==> config.mk <==
export PLATFORM = sky130hd
export DESIGN_NAME = aib_channel_top
export DESIGN_NICKNAME = d
export VERILOG_FILES = /design/src/hdl/aib_pkg.sv /design/src/hdl/aib_channel_top.sv /design/src/hdl/aib_rx_merge.sv /design/src/hdl/aib_link_ctrl.sv /design/src/hdl/aib_sr_deserializer.sv /design/src/hdl/aib_sr_serializer.sv /design/src/hdl/aib_tx_split.sv
export SDC_FILE = /design/constraint.sdc
export NUM_CORES = 1
export LEC_CHECK = 0
export BUFFER_PORTS_ARGS = -buffer_cell sky130_fd_sc_hd__buf_4
export CORE_MARGIN = 4
export CORE_UTILIZATION = 49
export DETAILED_ROUTE_END_ITERATION = 12
export MAX_ROUTING_LAYER = met4
export PLACE_DENSITY = 0.84
export SYNTH_ARGS = -nofsm -noshare
export SYNTH_HDL_FRONTEND = slang
export SYNTH_SLANG_ARGS = --single-unit
==> constraint.sdc <==
create_clock -name m_ns_fwd_clk -period 2.6 [get_ports m_ns_fwd_clk]
set_input_delay 0 -clock m_ns_fwd_clk [delete_from_list [all_inputs] [get_ports m_ns_fwd_clk]]
set_output_delay 0 -clock m_ns_fwd_clk [all_outputs]
set_load 0.005 [all_outputs]
==> src/hdl/aib_pkg.sv <==
package aib_pkg;

    // ==================================================
    // data path widths
    // ==================================================
    localparam int DATAWIDTH = 20;   // one pad half

    typedef logic [DATAWIDTH-1:0]   half_t;
    typedef logic [2*DATAWIDTH-1:0] word_t;   // bit 2i -> half 0, bit 2i+1 -> half 1

    // the two halves as they cross the pads
    typedef struct packed {
        half_t dat0;
        half_t dat1;
    } pad_word_t;

    // receive enable code that lets data through
    localparam logic [2:0] RXEN_SYNC = 3'b001;

    // ==================================================
    // sideband shift register
    // ==================================================
    localparam int USER_BITS = 11;

    typedef struct packed {
        logic                 mac_rdy;
        logic                 adapter_rstn;
        logic                 config_done;
        logic                 tx_lock_req;
        logic                 rx_lock_req;
        logic [USER_BITS-1:0] user;   // free user control bits
    } sr_word_t;

    localparam int SR_LEN   = $bits(sr_word_t);
    localparam int SR_CNT_W = $clog2(SR_LEN + 1);
    localparam logic [SR_CNT_W-1:0] SR_LAST = SR_CNT_W'(SR_LEN);   // frame is SR_LEN+1 cycles

    // ==================================================
    // link-up control
    // ==================================================
    localparam int CAL_CYCLES = 8;   // stable lock agreement needed
    localparam int CAL_CNT_W  = $clog2(CAL_CYCLES + 1);
    localparam logic [CAL_CNT_W-1:0] CAL_LAST = CAL_CNT_W'(CAL_CYCLES - 1);

    typedef enum logic [1:0] {
        RESET    = 2'd0,
        WAIT_CFG = 2'd1,
        CALIB    = 2'd2,
        LINKED   = 2'd3
    } link_state_t;

endpackage
==> src/hdl/aib_channel_top.sv <==
`timescale 1ns/1ps

module aib_channel_top (
    input  logic                            m_ns_fwd_clk,
    input  logic                            rst_n,
    // user data
    input  aib_pkg::word_t                  data_in,
    input  logic                            itxen,
    input  logic [2:0]                      irxen,
    output aib_pkg::word_t                  data_out,
    // local control levels
    input  logic                            config_done,
    input  logic                            tx_dcc_dll_lock_req,
    input  logic                            rx_dcc_dll_lock_req,
    input  logic                            ns_adapter_rstn,
    input  logic                            ns_mac_rdy,
    input  logic [aib_pkg::USER_BITS-1:0]   external_cntl,
    // far-side pins
    output aib_pkg::pad_word_t              pad_tx,
    input  aib_pkg::pad_word_t              pad_rx,
    output logic                            ns_sr_data,
    output logic                            ns_sr_load,
    input  logic                            fs_sr_data,
    input  logic                            fs_sr_load,
    // status
    output logic                            tx_transfer_en,
    output logic                            rx_transfer_en,
    output logic                            fs_mac_rdy,
    output aib_pkg::sr_word_t               sr_tomac
);

    aib_pkg::sr_word_t ns_word;   // local sideband word
    logic              frame_valid;

    assign ns_word = '{
        mac_rdy:      ns_mac_rdy,
        adapter_rstn: ns_adapter_rstn,
        config_done:  config_done,
        tx_lock_req:  tx_dcc_dll_lock_req,
        rx_lock_req:  rx_dcc_dll_lock_req,
        user:         external_cntl
    };

    // ==================================================
    // data path
    // ==================================================
    aib_tx_split u_tx_split (
        .m_ns_fwd_clk   (m_ns_fwd_clk),
        .rst_n          (rst_n),
        .data_in        (data_in),
        .itxen          (itxen),
        .tx_transfer_en (tx_transfer_en),
        .pad_tx         (pad_tx)
    );

    aib_rx_merge u_rx_merge (
        .m_ns_fwd_clk   (m_ns_fwd_clk),
        .rst_n          (rst_n),
        .pad_rx         (pad_rx),
        .irxen          (irxen),
        .rx_transfer_en (rx_transfer_en),
        .data_out       (data_out)
    );

    // ==================================================
    // sideband and link control
    // ==================================================
    aib_sr_serializer u_sr_ser (
        .m_ns_fwd_clk (m_ns_fwd_clk),
        .rst_n        (rst_n),
        .sr_word      (ns_word),
        .sr_data      (ns_sr_data),
        .sr_load      (ns_sr_load)
    );

    aib_sr_deserializer u_sr_deser (
        .m_ns_fwd_clk (m_ns_fwd_clk),
        .rst_n        (rst_n),
        .sr_data      (fs_sr_data),
        .sr_load      (fs_sr_load),
        .sr_tomac     (sr_tomac),
        .frame_valid  (frame_valid)
    );

    aib_link_ctrl u_link_ctrl (
        .m_ns_fwd_clk   (m_ns_fwd_clk),
        .rst_n          (rst_n),
        .config_done    (config_done),
        .tx_lock_req    (tx_dcc_dll_lock_req),
        .rx_lock_req    (rx_dcc_dll_lock_req),
        .adapter_rstn   (ns_adapter_rstn),
        .fs_word        (sr_tomac),
        .frame_valid    (frame_valid),
        .tx_transfer_en (tx_transfer_en),
        .rx_transfer_en (rx_transfer_en),
        .fs_mac_rdy     (fs_mac_rdy)
    );

endmodule

==> src/hdl/aib_rx_merge.sv <==
`timescale 1ns/1ps

module aib_rx_merge (
    input  logic               m_ns_fwd_clk,
    input  logic               rst_n,
    input  aib_pkg::pad_word_t pad_rx,           // halves from the far side
    input  logic [2:0]         irxen,            // receive enable code
    input  logic               rx_transfer_en,
    output aib_pkg::word_t     data_out
);

    aib_pkg::word_t merged;
    logic           rx_on;

    // anything other than the sync code blocks the data
    assign rx_on = (irxen == aib_pkg::RXEN_SYNC) && rx_transfer_en;

    // ==================================================
    // re-interleave halves
    // ==================================================
    always_comb begin
        for (int i = 0; i < aib_pkg::DATAWIDTH; i++) begin
            merged[2*i]   = pad_rx.dat0[i];   // even bits
            merged[2*i+1] = pad_rx.dat1[i];   // odd bits
        end
    end

    // output register, forced to zero when receive is off
    always_ff @(posedge m_ns_fwd_clk) begin
        if (!rst_n) begin
            data_out <= '0;
        end else if (rx_on) begin
            data_out <= merged;
        end else begin
            data_out <= '0;
        end
    end

endmodule

==> src/hdl/aib_link_ctrl.sv <==
`timescale 1ns/1ps

module aib_link_ctrl (
    input  logic              m_ns_fwd_clk,
    input  logic              rst_n,
    input  logic              config_done,
    input  logic              tx_lock_req,
    input  logic              rx_lock_req,
    input  logic              adapter_rstn,
    input  aib_pkg::sr_word_t fs_word,       // far-side frame
    input  logic              frame_valid,
    output logic              tx_transfer_en,
    output logic              rx_transfer_en,
    output logic              fs_mac_rdy
);

    aib_pkg::link_state_t           state_q;
    aib_pkg::link_state_t           state_d;
    logic [aib_pkg::CAL_CNT_W-1:0]  cal_cnt;
    logic                           fs_seen;    // sticky, a far-side frame arrived
    logic                           cfg_ok;
    logic                           lock_ok;
    logic                           linked_q;

    assign cfg_ok  = config_done && fs_seen && fs_word.config_done;
    assign lock_ok = cfg_ok && tx_lock_req && rx_lock_req && adapter_rstn
                     && fs_word.tx_lock_req && fs_word.rx_lock_req && fs_word.adapter_rstn;

    // ==================================================
    // next state
    // ==================================================
    always_comb begin
        state_d = state_q;
        case (state_q)
            aib_pkg::RESET:    state_d = aib_pkg::WAIT_CFG;
            aib_pkg::WAIT_CFG: if (cfg_ok) state_d = aib_pkg::CALIB;
            aib_pkg::CALIB: begin
                if (!lock_ok) begin
                    state_d = aib_pkg::WAIT_CFG;
                end else if (cal_cnt == aib_pkg::CAL_LAST) begin
                    state_d = aib_pkg::LINKED;
                end
            end
            aib_pkg::LINKED:   if (!lock_ok) state_d = aib_pkg::WAIT_CFG;
            default:           state_d = aib_pkg::RESET;
        endcase
    end

    always_ff @(posedge m_ns_fwd_clk) begin
        if (!rst_n) begin
            state_q  <= aib_pkg::RESET;
            cal_cnt  <= '0;
            fs_seen  <= 1'b0;
            linked_q <= 1'b0;
        end else begin
            state_q  <= state_d;
            linked_q <= (state_d == aib_pkg::LINKED);
            if (frame_valid) fs_seen <= 1'b1;
            // counts only consecutive good cycles inside CALIB
            if (state_q == aib_pkg::CALIB && lock_ok) begin
                cal_cnt <= cal_cnt + 1'b1;
            end else begin
                cal_cnt <= '0;
            end
        end
    end

    assign tx_transfer_en = linked_q;
    assign rx_transfer_en = linked_q;
    assign fs_mac_rdy     = linked_q && fs_word.mac_rdy;   // far-side mac ready once linked

    a_en_only_linked: assert property (
        @(posedge m_ns_fwd_clk) disable iff (!rst_n)
        (tx_transfer_en || rx_transfer_en) |-> (state_q == aib_pkg::LINKED)
    ) else $error("transfer enable high outside LINKED");

    // enable is a cycle behind the lock request it was granted on
    a_en_needs_lock: assert property (
        @(posedge m_ns_fwd_clk) disable iff (!rst_n)
        tx_transfer_en |-> $past(tx_lock_req)
    ) else $error("tx_transfer_en without local lock request");

endmodule

==> src/hdl/aib_sr_deserializer.sv <==
`timescale 1ns/1ps

module aib_sr_deserializer (
    input  logic              m_ns_fwd_clk,
    input  logic              rst_n,
    input  logic              sr_data,      // far-side serial bit
    input  logic              sr_load,      // far-side frame strobe
    output aib_pkg::sr_word_t sr_tomac,     // last complete far-side frame
    output logic              frame_valid
);

    logic [aib_pkg::SR_LEN-1:0] shift_q;
    logic                       load_seen;   // first strobe only starts framing

    // free running shift, strobe alone marks frame edges
    always_ff @(posedge m_ns_fwd_clk) begin
        shift_q <= {shift_q[aib_pkg::SR_LEN-2:0], sr_data};
    end

    // ==================================================
    // frame capture
    // ==================================================
    always_ff @(posedge m_ns_fwd_clk) begin
        if (!rst_n) begin
            sr_tomac    <= '0;
            frame_valid <= 1'b0;
            load_seen   <= 1'b0;
        end else begin
            frame_valid <= 1'b0;
            if (sr_load) begin
                load_seen <= 1'b1;
                // bits before the first strobe are not a frame
                if (load_seen) begin
                    sr_tomac    <= aib_pkg::sr_word_t'(shift_q);
                    frame_valid <= 1'b1;
                end
            end
        end
    end

endmodule

==> src/hdl/aib_sr_serializer.sv <==
`timescale 1ns/1ps

module aib_sr_serializer (
    input  logic              m_ns_fwd_clk,
    input  logic              rst_n,
    input  aib_pkg::sr_word_t sr_word,   // local control bits, sampled at frame start
    output logic              sr_data,
    output logic              sr_load
);

    logic [aib_pkg::SR_CNT_W-1:0] bit_cnt;   // 0 .. SR_LEN
    logic [aib_pkg::SR_LEN-1:0]   shift_q;
    logic                         frame_start;

    assign frame_start = (bit_cnt == '0);

    // ==================================================
    // frame counter
    // ==================================================
    always_ff @(posedge m_ns_fwd_clk) begin
        if (!rst_n) begin
            bit_cnt <= '0;
        end else if (bit_cnt == aib_pkg::SR_LAST) begin
            bit_cnt <= '0;
        end else begin
            bit_cnt <= bit_cnt + 1'b1;
        end
    end

    // shift register holds the word being sent
    always_ff @(posedge m_ns_fwd_clk) begin
        if (frame_start) begin
            shift_q <= sr_word;
        end else begin
            shift_q <= {shift_q[aib_pkg::SR_LEN-2:0], 1'b0};   // msb first
        end
    end

    // ==================================================
    // pin outputs
    // ==================================================
    always_ff @(posedge m_ns_fwd_clk) begin
        if (!rst_n) begin
            sr_load <= 1'b0;
            sr_data <= 1'b0;
        end else begin
            sr_load <= frame_start;
            // data line rests low during the load cycle
            sr_data <= frame_start ? 1'b0 : shift_q[aib_pkg::SR_LEN-1];
        end
    end

    // exactly one load strobe per SR_LEN+1 cycles
    a_load_period: assert property (
        @(posedge m_ns_fwd_clk) disable iff (!rst_n)
        sr_load |=> !sr_load [*aib_pkg::SR_LEN] ##1 sr_load
    ) else $error("sideband load strobe out of period");

endmodule

==> src/hdl/aib_tx_split.sv <==
`timescale 1ns/1ps

module aib_tx_split (
    input  logic               m_ns_fwd_clk,
    input  logic               rst_n,
    input  aib_pkg::word_t     data_in,
    input  logic               itxen,           // data tx enable
    input  logic               tx_transfer_en,  // from link controller
    output aib_pkg::pad_word_t pad_tx
);

    aib_pkg::pad_word_t split;

    // even bits go to half 0, odd bits to half 1
    always_comb begin
        for (int i = 0; i < aib_pkg::DATAWIDTH; i++) begin
            split.dat0[i] = data_in[2*i];
            split.dat1[i] = data_in[2*i+1];
        end
    end

    // ==================================================
    // pad register
    // ==================================================
    // idle bus is all zero, far side never sees stale data
    always_ff @(posedge m_ns_fwd_clk) begin
        if (!rst_n) begin
            pad_tx <= '0;
        end else if (itxen && tx_transfer_en) begin
            pad_tx <= split;
        end else begin
            pad_tx <= '0;
        end
    end

    // a cycle without enable leaves the pads idle on the next one
    a_idle_after_disable: assert property (
        @(posedge m_ns_fwd_clk) disable iff (!rst_n)
        !(itxen && tx_transfer_en) |=> (pad_tx == '0)
    ) else $error("pad_tx not idle after a cycle without tx enable");

endmodule

# [Yosys cells after proc, flatten, opt, wreduce, memory -nomap -nowiden]
# Index checks and enable logic that the tools add are counted.
[totals] wordCells=59 out_inout_bits=101 rom_bits=0 latchBits=0 input_bits=104 reg_bits=145 mem_bits_rw=0 memories=0
[op_classes] add_sub_neg=2 div_mod_pow=0 bitwise=1 mul=0 shift=0 n_lt_le_gt_ge=0 n_reduce_logical=21 eq_ne=7 n_mux=7
[ops] operator="16-bit 2-to-1 mux" count=1
[ops] operator="1-bit logical AND" count=12
[ops] operator="2-bit AND reduction" count=5
[ops] operator="2-bit 2-to-1 mux" count=4
[ops] operator="2-bit one-hot mux with 4 select lines" count=1
[ops] operator="2-bit == test, second input constant" count=3
[ops] operator="5-bit by 1-bit adder with 5-bit output, second input constant" count=1
[ops] operator="5-bit == test, second input constant" count=1
[ops] operator="5-bit zero test" count=1
[ops] operator="4-bit by 1-bit adder with 4-bit output, second input constant" count=1
[ops] operator="4-bit by 3-bit == test with 1-bit output, second input constant" count=1
[ops] operator="2-bit OR reduction" count=2
[ops] operator="3-bit by 1-bit == test with 1-bit output, second input constant" count=1
[ops] operator="2-bit by 1-bit == test with 1-bit output, second input constant" count=1
[ops] operator="2-bit zero test" count=1
[ops] operator="1-bit 2-to-1 mux" count=1
[ops] operator="1-bit NOT" count=1

# [Logic depth before layout (Yosys ltp)]
[depth] ltp_word=11 ltp_mapped=6 ltp_nobuf=5

# [Hierarchy]
# Synthesis repeated with hierarchy kept, for this count alone.
[unflattened] hier_cells=367 hier_area_um2=4787.1
[modules_own_cells] mod="aib_rx_merge" seq_area_each_um2=800.8 cells_per_inst=89 n_inst=1 area_per_inst_um2=1390.1
[modules_own_cells] mod="aib_tx_split" seq_area_each_um2=800.8 cells_per_inst=92 n_inst=1 area_per_inst_um2=1211.2
[modules_own_cells] mod="aib_sr_deserializer" seq_area_each_um2=680.7 cells_per_inst=94 n_inst=1 area_per_inst_um2=1052.3
[modules_own_cells] mod="aib_sr_serializer" seq_area_each_um2=460.4 cells_per_inst=61 n_inst=1 area_per_inst_um2=789.5
[modules_own_cells] mod="aib_link_ctrl" seq_area_each_um2=160.2 cells_per_inst=31 n_inst=1 area_per_inst_um2=344.1

# [Least setup slack after synthesis]
# Ideal clock, no wire load.
[synth_timing] path_type="register -> register" from="register u_sr_ser.bit_cnt[0] (netlist bit)" to="register u_sr_ser.shift_q[10] (netlist bit)" path_buffers=1 required_ns=2.479 path_stages_with_launch=7 setup_time_ns=0.121 arrival_ns=1.486 period_less_slack_ns=1.607 setup_slack_ns=0.993 cell_sequence="dfxtp_1 inv_1 ha_1 or3b_4 nor2_8 buf_12 mux2_4"
[synth_between] elab_chain_cells=2
[synth_rtl] element="start: declaration" line_no="aib_sr_serializer.sv:11" rtl="logic [aib_pkg::SR_CNT_W-1:0] bit_cnt;"
[synth_rtl] element="start signal: assignment" line_no="aib_sr_serializer.sv:26" rtl="bit_cnt <= bit_cnt + 1'b1;"
[synth_rtl] element="5-bit zero test" line_no="aib_sr_serializer.sv:15" rtl="assign frame_start = (bit_cnt == '0);"
[synth_rtl] element="16-bit 2-to-1 mux" line_no="aib_sr_serializer.sv:32" rtl="if (frame_start) begin"
[synth_rtl] element="end signal: assignment" line_no="aib_sr_serializer.sv:33" rtl="shift_q <= sr_word;"
[synth_rtl] element="end signal: assignment" line_no="aib_sr_serializer.sv:35" rtl="shift_q <= {shift_q[aib_pkg::SR_LEN-2:0], 1'b0};"
[synth_rtl] element="end: declaration" line_no="aib_sr_serializer.sv:12" rtl="logic [aib_pkg::SR_LEN-1:0] shift_q;"
# No other way between the ends.
# A chain may end at the register's enable or synchronous reset.

# [Final worst setup path]
[layout_timing] from="register u_link_ctrl.cal_cnt[0] (netlist bit)" to="register u_link_ctrl.state_q[0]"
[layout_between] elab_chain_cells=4
[layout_rtl] element="start: declaration" line_no="aib_link_ctrl.sv:19" rtl="logic [aib_pkg::CAL_CNT_W-1:0] cal_cnt;"
[layout_rtl] element="start signal: assignment" line_no="aib_link_ctrl.sv:61" rtl="cal_cnt <= cal_cnt + 1'b1;"
[layout_rtl] element="4-bit by 3-bit == test with 1-bit output" line_no="aib_link_ctrl.sv:40" rtl="end else if (cal_cnt == aib_pkg::CAL_LAST) begin"
[layout_rtl] element="2-bit 2-to-1 mux" line_no="aib_link_ctrl.sv:40"
[layout_rtl] element="2-bit 2-to-1 mux" line_no="aib_link_ctrl.sv:38" rtl="if (!lock_ok) begin"
[layout_rtl] element="2-bit one-hot mux with 4 select lines" line_no="aib_link_ctrl.sv:34" rtl="case (state_q)"
[layout_rtl] element="end signal: assignment" line_no="aib_link_ctrl.sv:51" rtl="state_q <= aib_pkg::RESET;"
[layout_rtl] element="end signal: assignment" line_no="aib_link_ctrl.sv:56" rtl="state_q <= state_d;"
[layout_rtl] element="end: declaration" line_no="aib_link_ctrl.sv:17" rtl="aib_pkg::link_state_t state_q;"
# No other way between the ends.

==> results.md <==
- Status: finished, final reports clean
- Clk_skew: 0.00852 ns
- CP arrival: 2.35 ns
- Vias in the first global route: 4173
- Most frequent cell after synthesis: dfxtp_1
- Port buffer count: 204
- Worst path required time: 2.97 ns
- Die X: 101 microns
- Critical Path Slowest Stage Cell: dlygate4sd3_1
- Core Area: 8340 sq um
- Clock Sinks: 145
- Global-route wire length before repair: 23000 microns
- Number of diodes: 0
- Reg-to-reg endpoint: u_link_ctrl.state_q[0]
- Total GRT Usage: 31.1%
- Number of CTS-inserted buffers: 17
- Post-synthesis xor/xnor area fraction: 1.03%
- WL/cell: 20.1 microns
- Fillers: 324
- Peak VDD IR: 0.578 mV
- Pwr Total: 5.27 mW
- Largest net degree at the start of global routing: 41
- Ports: 205
- Leak Pwr: 3.47 nW
- Hold slack: 0.100 ns
- Endpoint class of the critical path: flip-flop
- First DRT Iteration DRCs: 114
- Hold crit path type: primary input to flip-flop
- Clock Tree Buf Depth: 2
- Hold Path Origin: irxen[1]
- Cell count of the worst hold path: 4
- Predominant post-synthesis flop cell: dfxtp_1
- Share of cells above drive strength 1: 37.3%
- Final period utilization: 76.0%
- Via-per-instance ratio: 4.82
- Distinct cells, synth: 32
- WHS Endpoint: u_rx_merge.data_out[11]
- CP max FO: 3
- Routability Congestion: 0.830
- Global route total overflow: 0
- Final Hold Viols: 0
- Worst-path cell chain: ha_1 -> and3b_1 -> o41ai_1 -> a41oi_1 -> dlygate4sd3_1
- Final #Nets: 773
- Initial antenna violation count: 0
- Max-slew violation count: 0
- Clock slew at reported path FFs: 0.06 ns
- Setup Fix Bufs, Post-CTS: 0
- Area of the multi-input gates: 1270 sq um
- WP buf/inv: 1
- Starting Density: 51.1%
- Total via count in the routed design: 3771
- Area growth syn-to-layout: 75.2%
- Minimum clock period: 1.98 ns
- Yosys top cell by area: dfxtp_1
- Post-synthesis adder-cell area fraction: 0.880%
- Average size of a mapped cell: 12.0 sq um
- # setup viols final: 0
- R2R depth: 5
- Post-route ant nets: 0
- Crit path max-delay family: buffers and inverters
- Die Ht: 101 microns
- Syn Std Cell Area: 4270 sq um
- Clk root buf: clkbuf_8
- Worst Tran Pin Value: 1.12 ns
- Depth of the CTS H-tree: 4
- Synth warnings: 0
- Cts hold-fix bufs: 101
- CTS tree: built
- CP startpoint kind: flip-flop
- Setup CP Type: flip-flop to flip-flop
- Setup TNS: 0 ns
- Synth top cells by count: dfxtp_1 (145), and2_1 (82), nand2_1 (34), a21boi_0 (16), clkbuf_1 (12)
- WL final: 15700 microns
- Power density cells: 705 nW/um^2
- Row count: 33
- DR pass1 iterations: 6
- Slew HR: 25.1%
- Post-synthesis sequential area ratio: 68.1%
- Multiplexer area fraction after synthesis: 4.58%
- Ys async rst share: 0%
- Synth Area in Compound Gates: 3.81%
- Synth Register Bits: 145
- RR Startpoint: u_link_ctrl.cal_cnt[0]
- Max Clk Rate: 506 MHz
- Die Footprint: 10300 sq um
- Synth Instances: 356
- WP depth: 5
- Post-CTS Resized: 0
- HPWL after detailed placement: 7870 microns
- # DRC: 0
- CP peak stage delay: 0.59 ns
- Clk_lat worst skew: 0.50 ns
- Post-synth EDFFs: 0
- Syn Nets: 463
- Post-synthesis simple-gate area fraction: 19.4%
- Post-synth top area share: 68.1%
- Max-cap violations: 0
- FF/Latch Area: 2900 sq um
- RSZ-0062 raised after global routing: false
- Synth area leaders: dfxtp_1 (68%), and2_1 (12%), nand2_1 (3.0%)
- Largest family of logic cells by synthesized area: simple AND/OR/NAND/NOR gates
- R2R setup slack: 0.62 ns
==> cell families (layout without fill, tap and decap cells) <==
group	count (synthesis)	count (layout)
mux	15	15
xor+xnor	5	5
compound gates	22	22
buf+inv	20	342
flops	145	145
fa+ha+maj	3	3
simple gates	146	146
==> layout make-up <==
class,count,share of cell area (%)
multi-input cells,191,16.9
inverters,5,0.251
clock inverters,12,2.44
repair buffers,306,34.1
clock buffers,19,5.64
flip-flops and latches,145,38.8
well taps,105,1.76
==> cell usage in the layout, fill, tap and decap left out, drive strengths merged <==
cell type,synthesis,final
clkinv,0,3
xor2,1,1
mux2,15,15
bufinv,0,4
ha,3,3
and2,84,84
clkinvlp,0,3
nor3b,2,2
o21ai,2,2
nor2,10,10
nand4,2,2
nand2,34,34
nand2b,1,1
xnor2,4,4
and3,2,2
or3b,1,1
nand3,4,4
or3,1,1
dlygate4sd3,0,101
and3b,1,1
dfxtp,145,145
nor3,2,2
o41ai,1,1
a21boi,16,16
o21a,2,2
a41oi,1,1
clkbuf,12,19
inv,5,7
nand4b,1,1
buf,3,205
nor2b,1,1
==> sequential cells by signal (all words and copies together), names as in the netlist, 2 cells and up <==
register and count:
u_link_ctrl.cal_cnt 4, u_link_ctrl.state_q 2, u_rx_merge.data_out 40, u_sr_deser.shift_q 16
u_sr_deser.sr_tomac 16, u_sr_ser.bit_cnt 5, u_sr_ser.shift_q 16, u_tx_split.pad_tx 40
==> worst min-delay path, stage by stage <==
cell	delay [ns]
buf_4	0.09
nor2_1	0.04
buf_4	0.22
and2_1	0.19
==> layer usage <==
layer	up-vias	GRT usage, %	part of all wire [%]	wire length, microns
met5	-	-	0	0
met4	0	19.2	5.6	885
met3	55	6.06	5.7	890
met2	166	55.1	53	8400
met1	1798	31.3	35	5550
li1	1752	-	-	-
==> stage by stage <==
stage               utilization (%)  area [sq um]  worst slack, ns  cells
finish                         89.6          7470            0.623    783
global route                   89.6          7470            0.471    783
CTS                            89.6          7470            0.748    783
detailed placement             70.2          5860            0.876    651
global placement               70.2          5860            0.926    651
floorplan                         -          4270            0.993    356
==> where the power goes <==
group | switching, mW | internal (mW) | total [mW]
registers | 0.0436 | 2.31 | 2.35
clock network | 0.929 | 1.56 | 2.49
logic | 0.137 | 0.294 | 0.430
total | 1.11 | 4.16 | 5.27
==> worst max-delay path by stage <==
stage                            from  slack, ns                endpoint
6_report       u_link_ctrl.cal_cnt[0]       0.62  u_link_ctrl.state_q[0]
5_1_grt        u_link_ctrl.cal_cnt[0]       0.47  u_link_ctrl.state_q[0]
4_1_cts        u_link_ctrl.cal_cnt[0]       0.75  u_link_ctrl.state_q[0]
3_5_place_dp      u_sr_ser.bit_cnt[0]       0.88     u_sr_ser.shift_q[4]
3_3_place_gp      u_sr_ser.bit_cnt[0]       0.93     u_sr_ser.shift_q[4]
2_1_floorplan     u_sr_ser.bit_cnt[0]       0.99    u_sr_ser.shift_q[10]
Power figures use the tool's default switching activity.
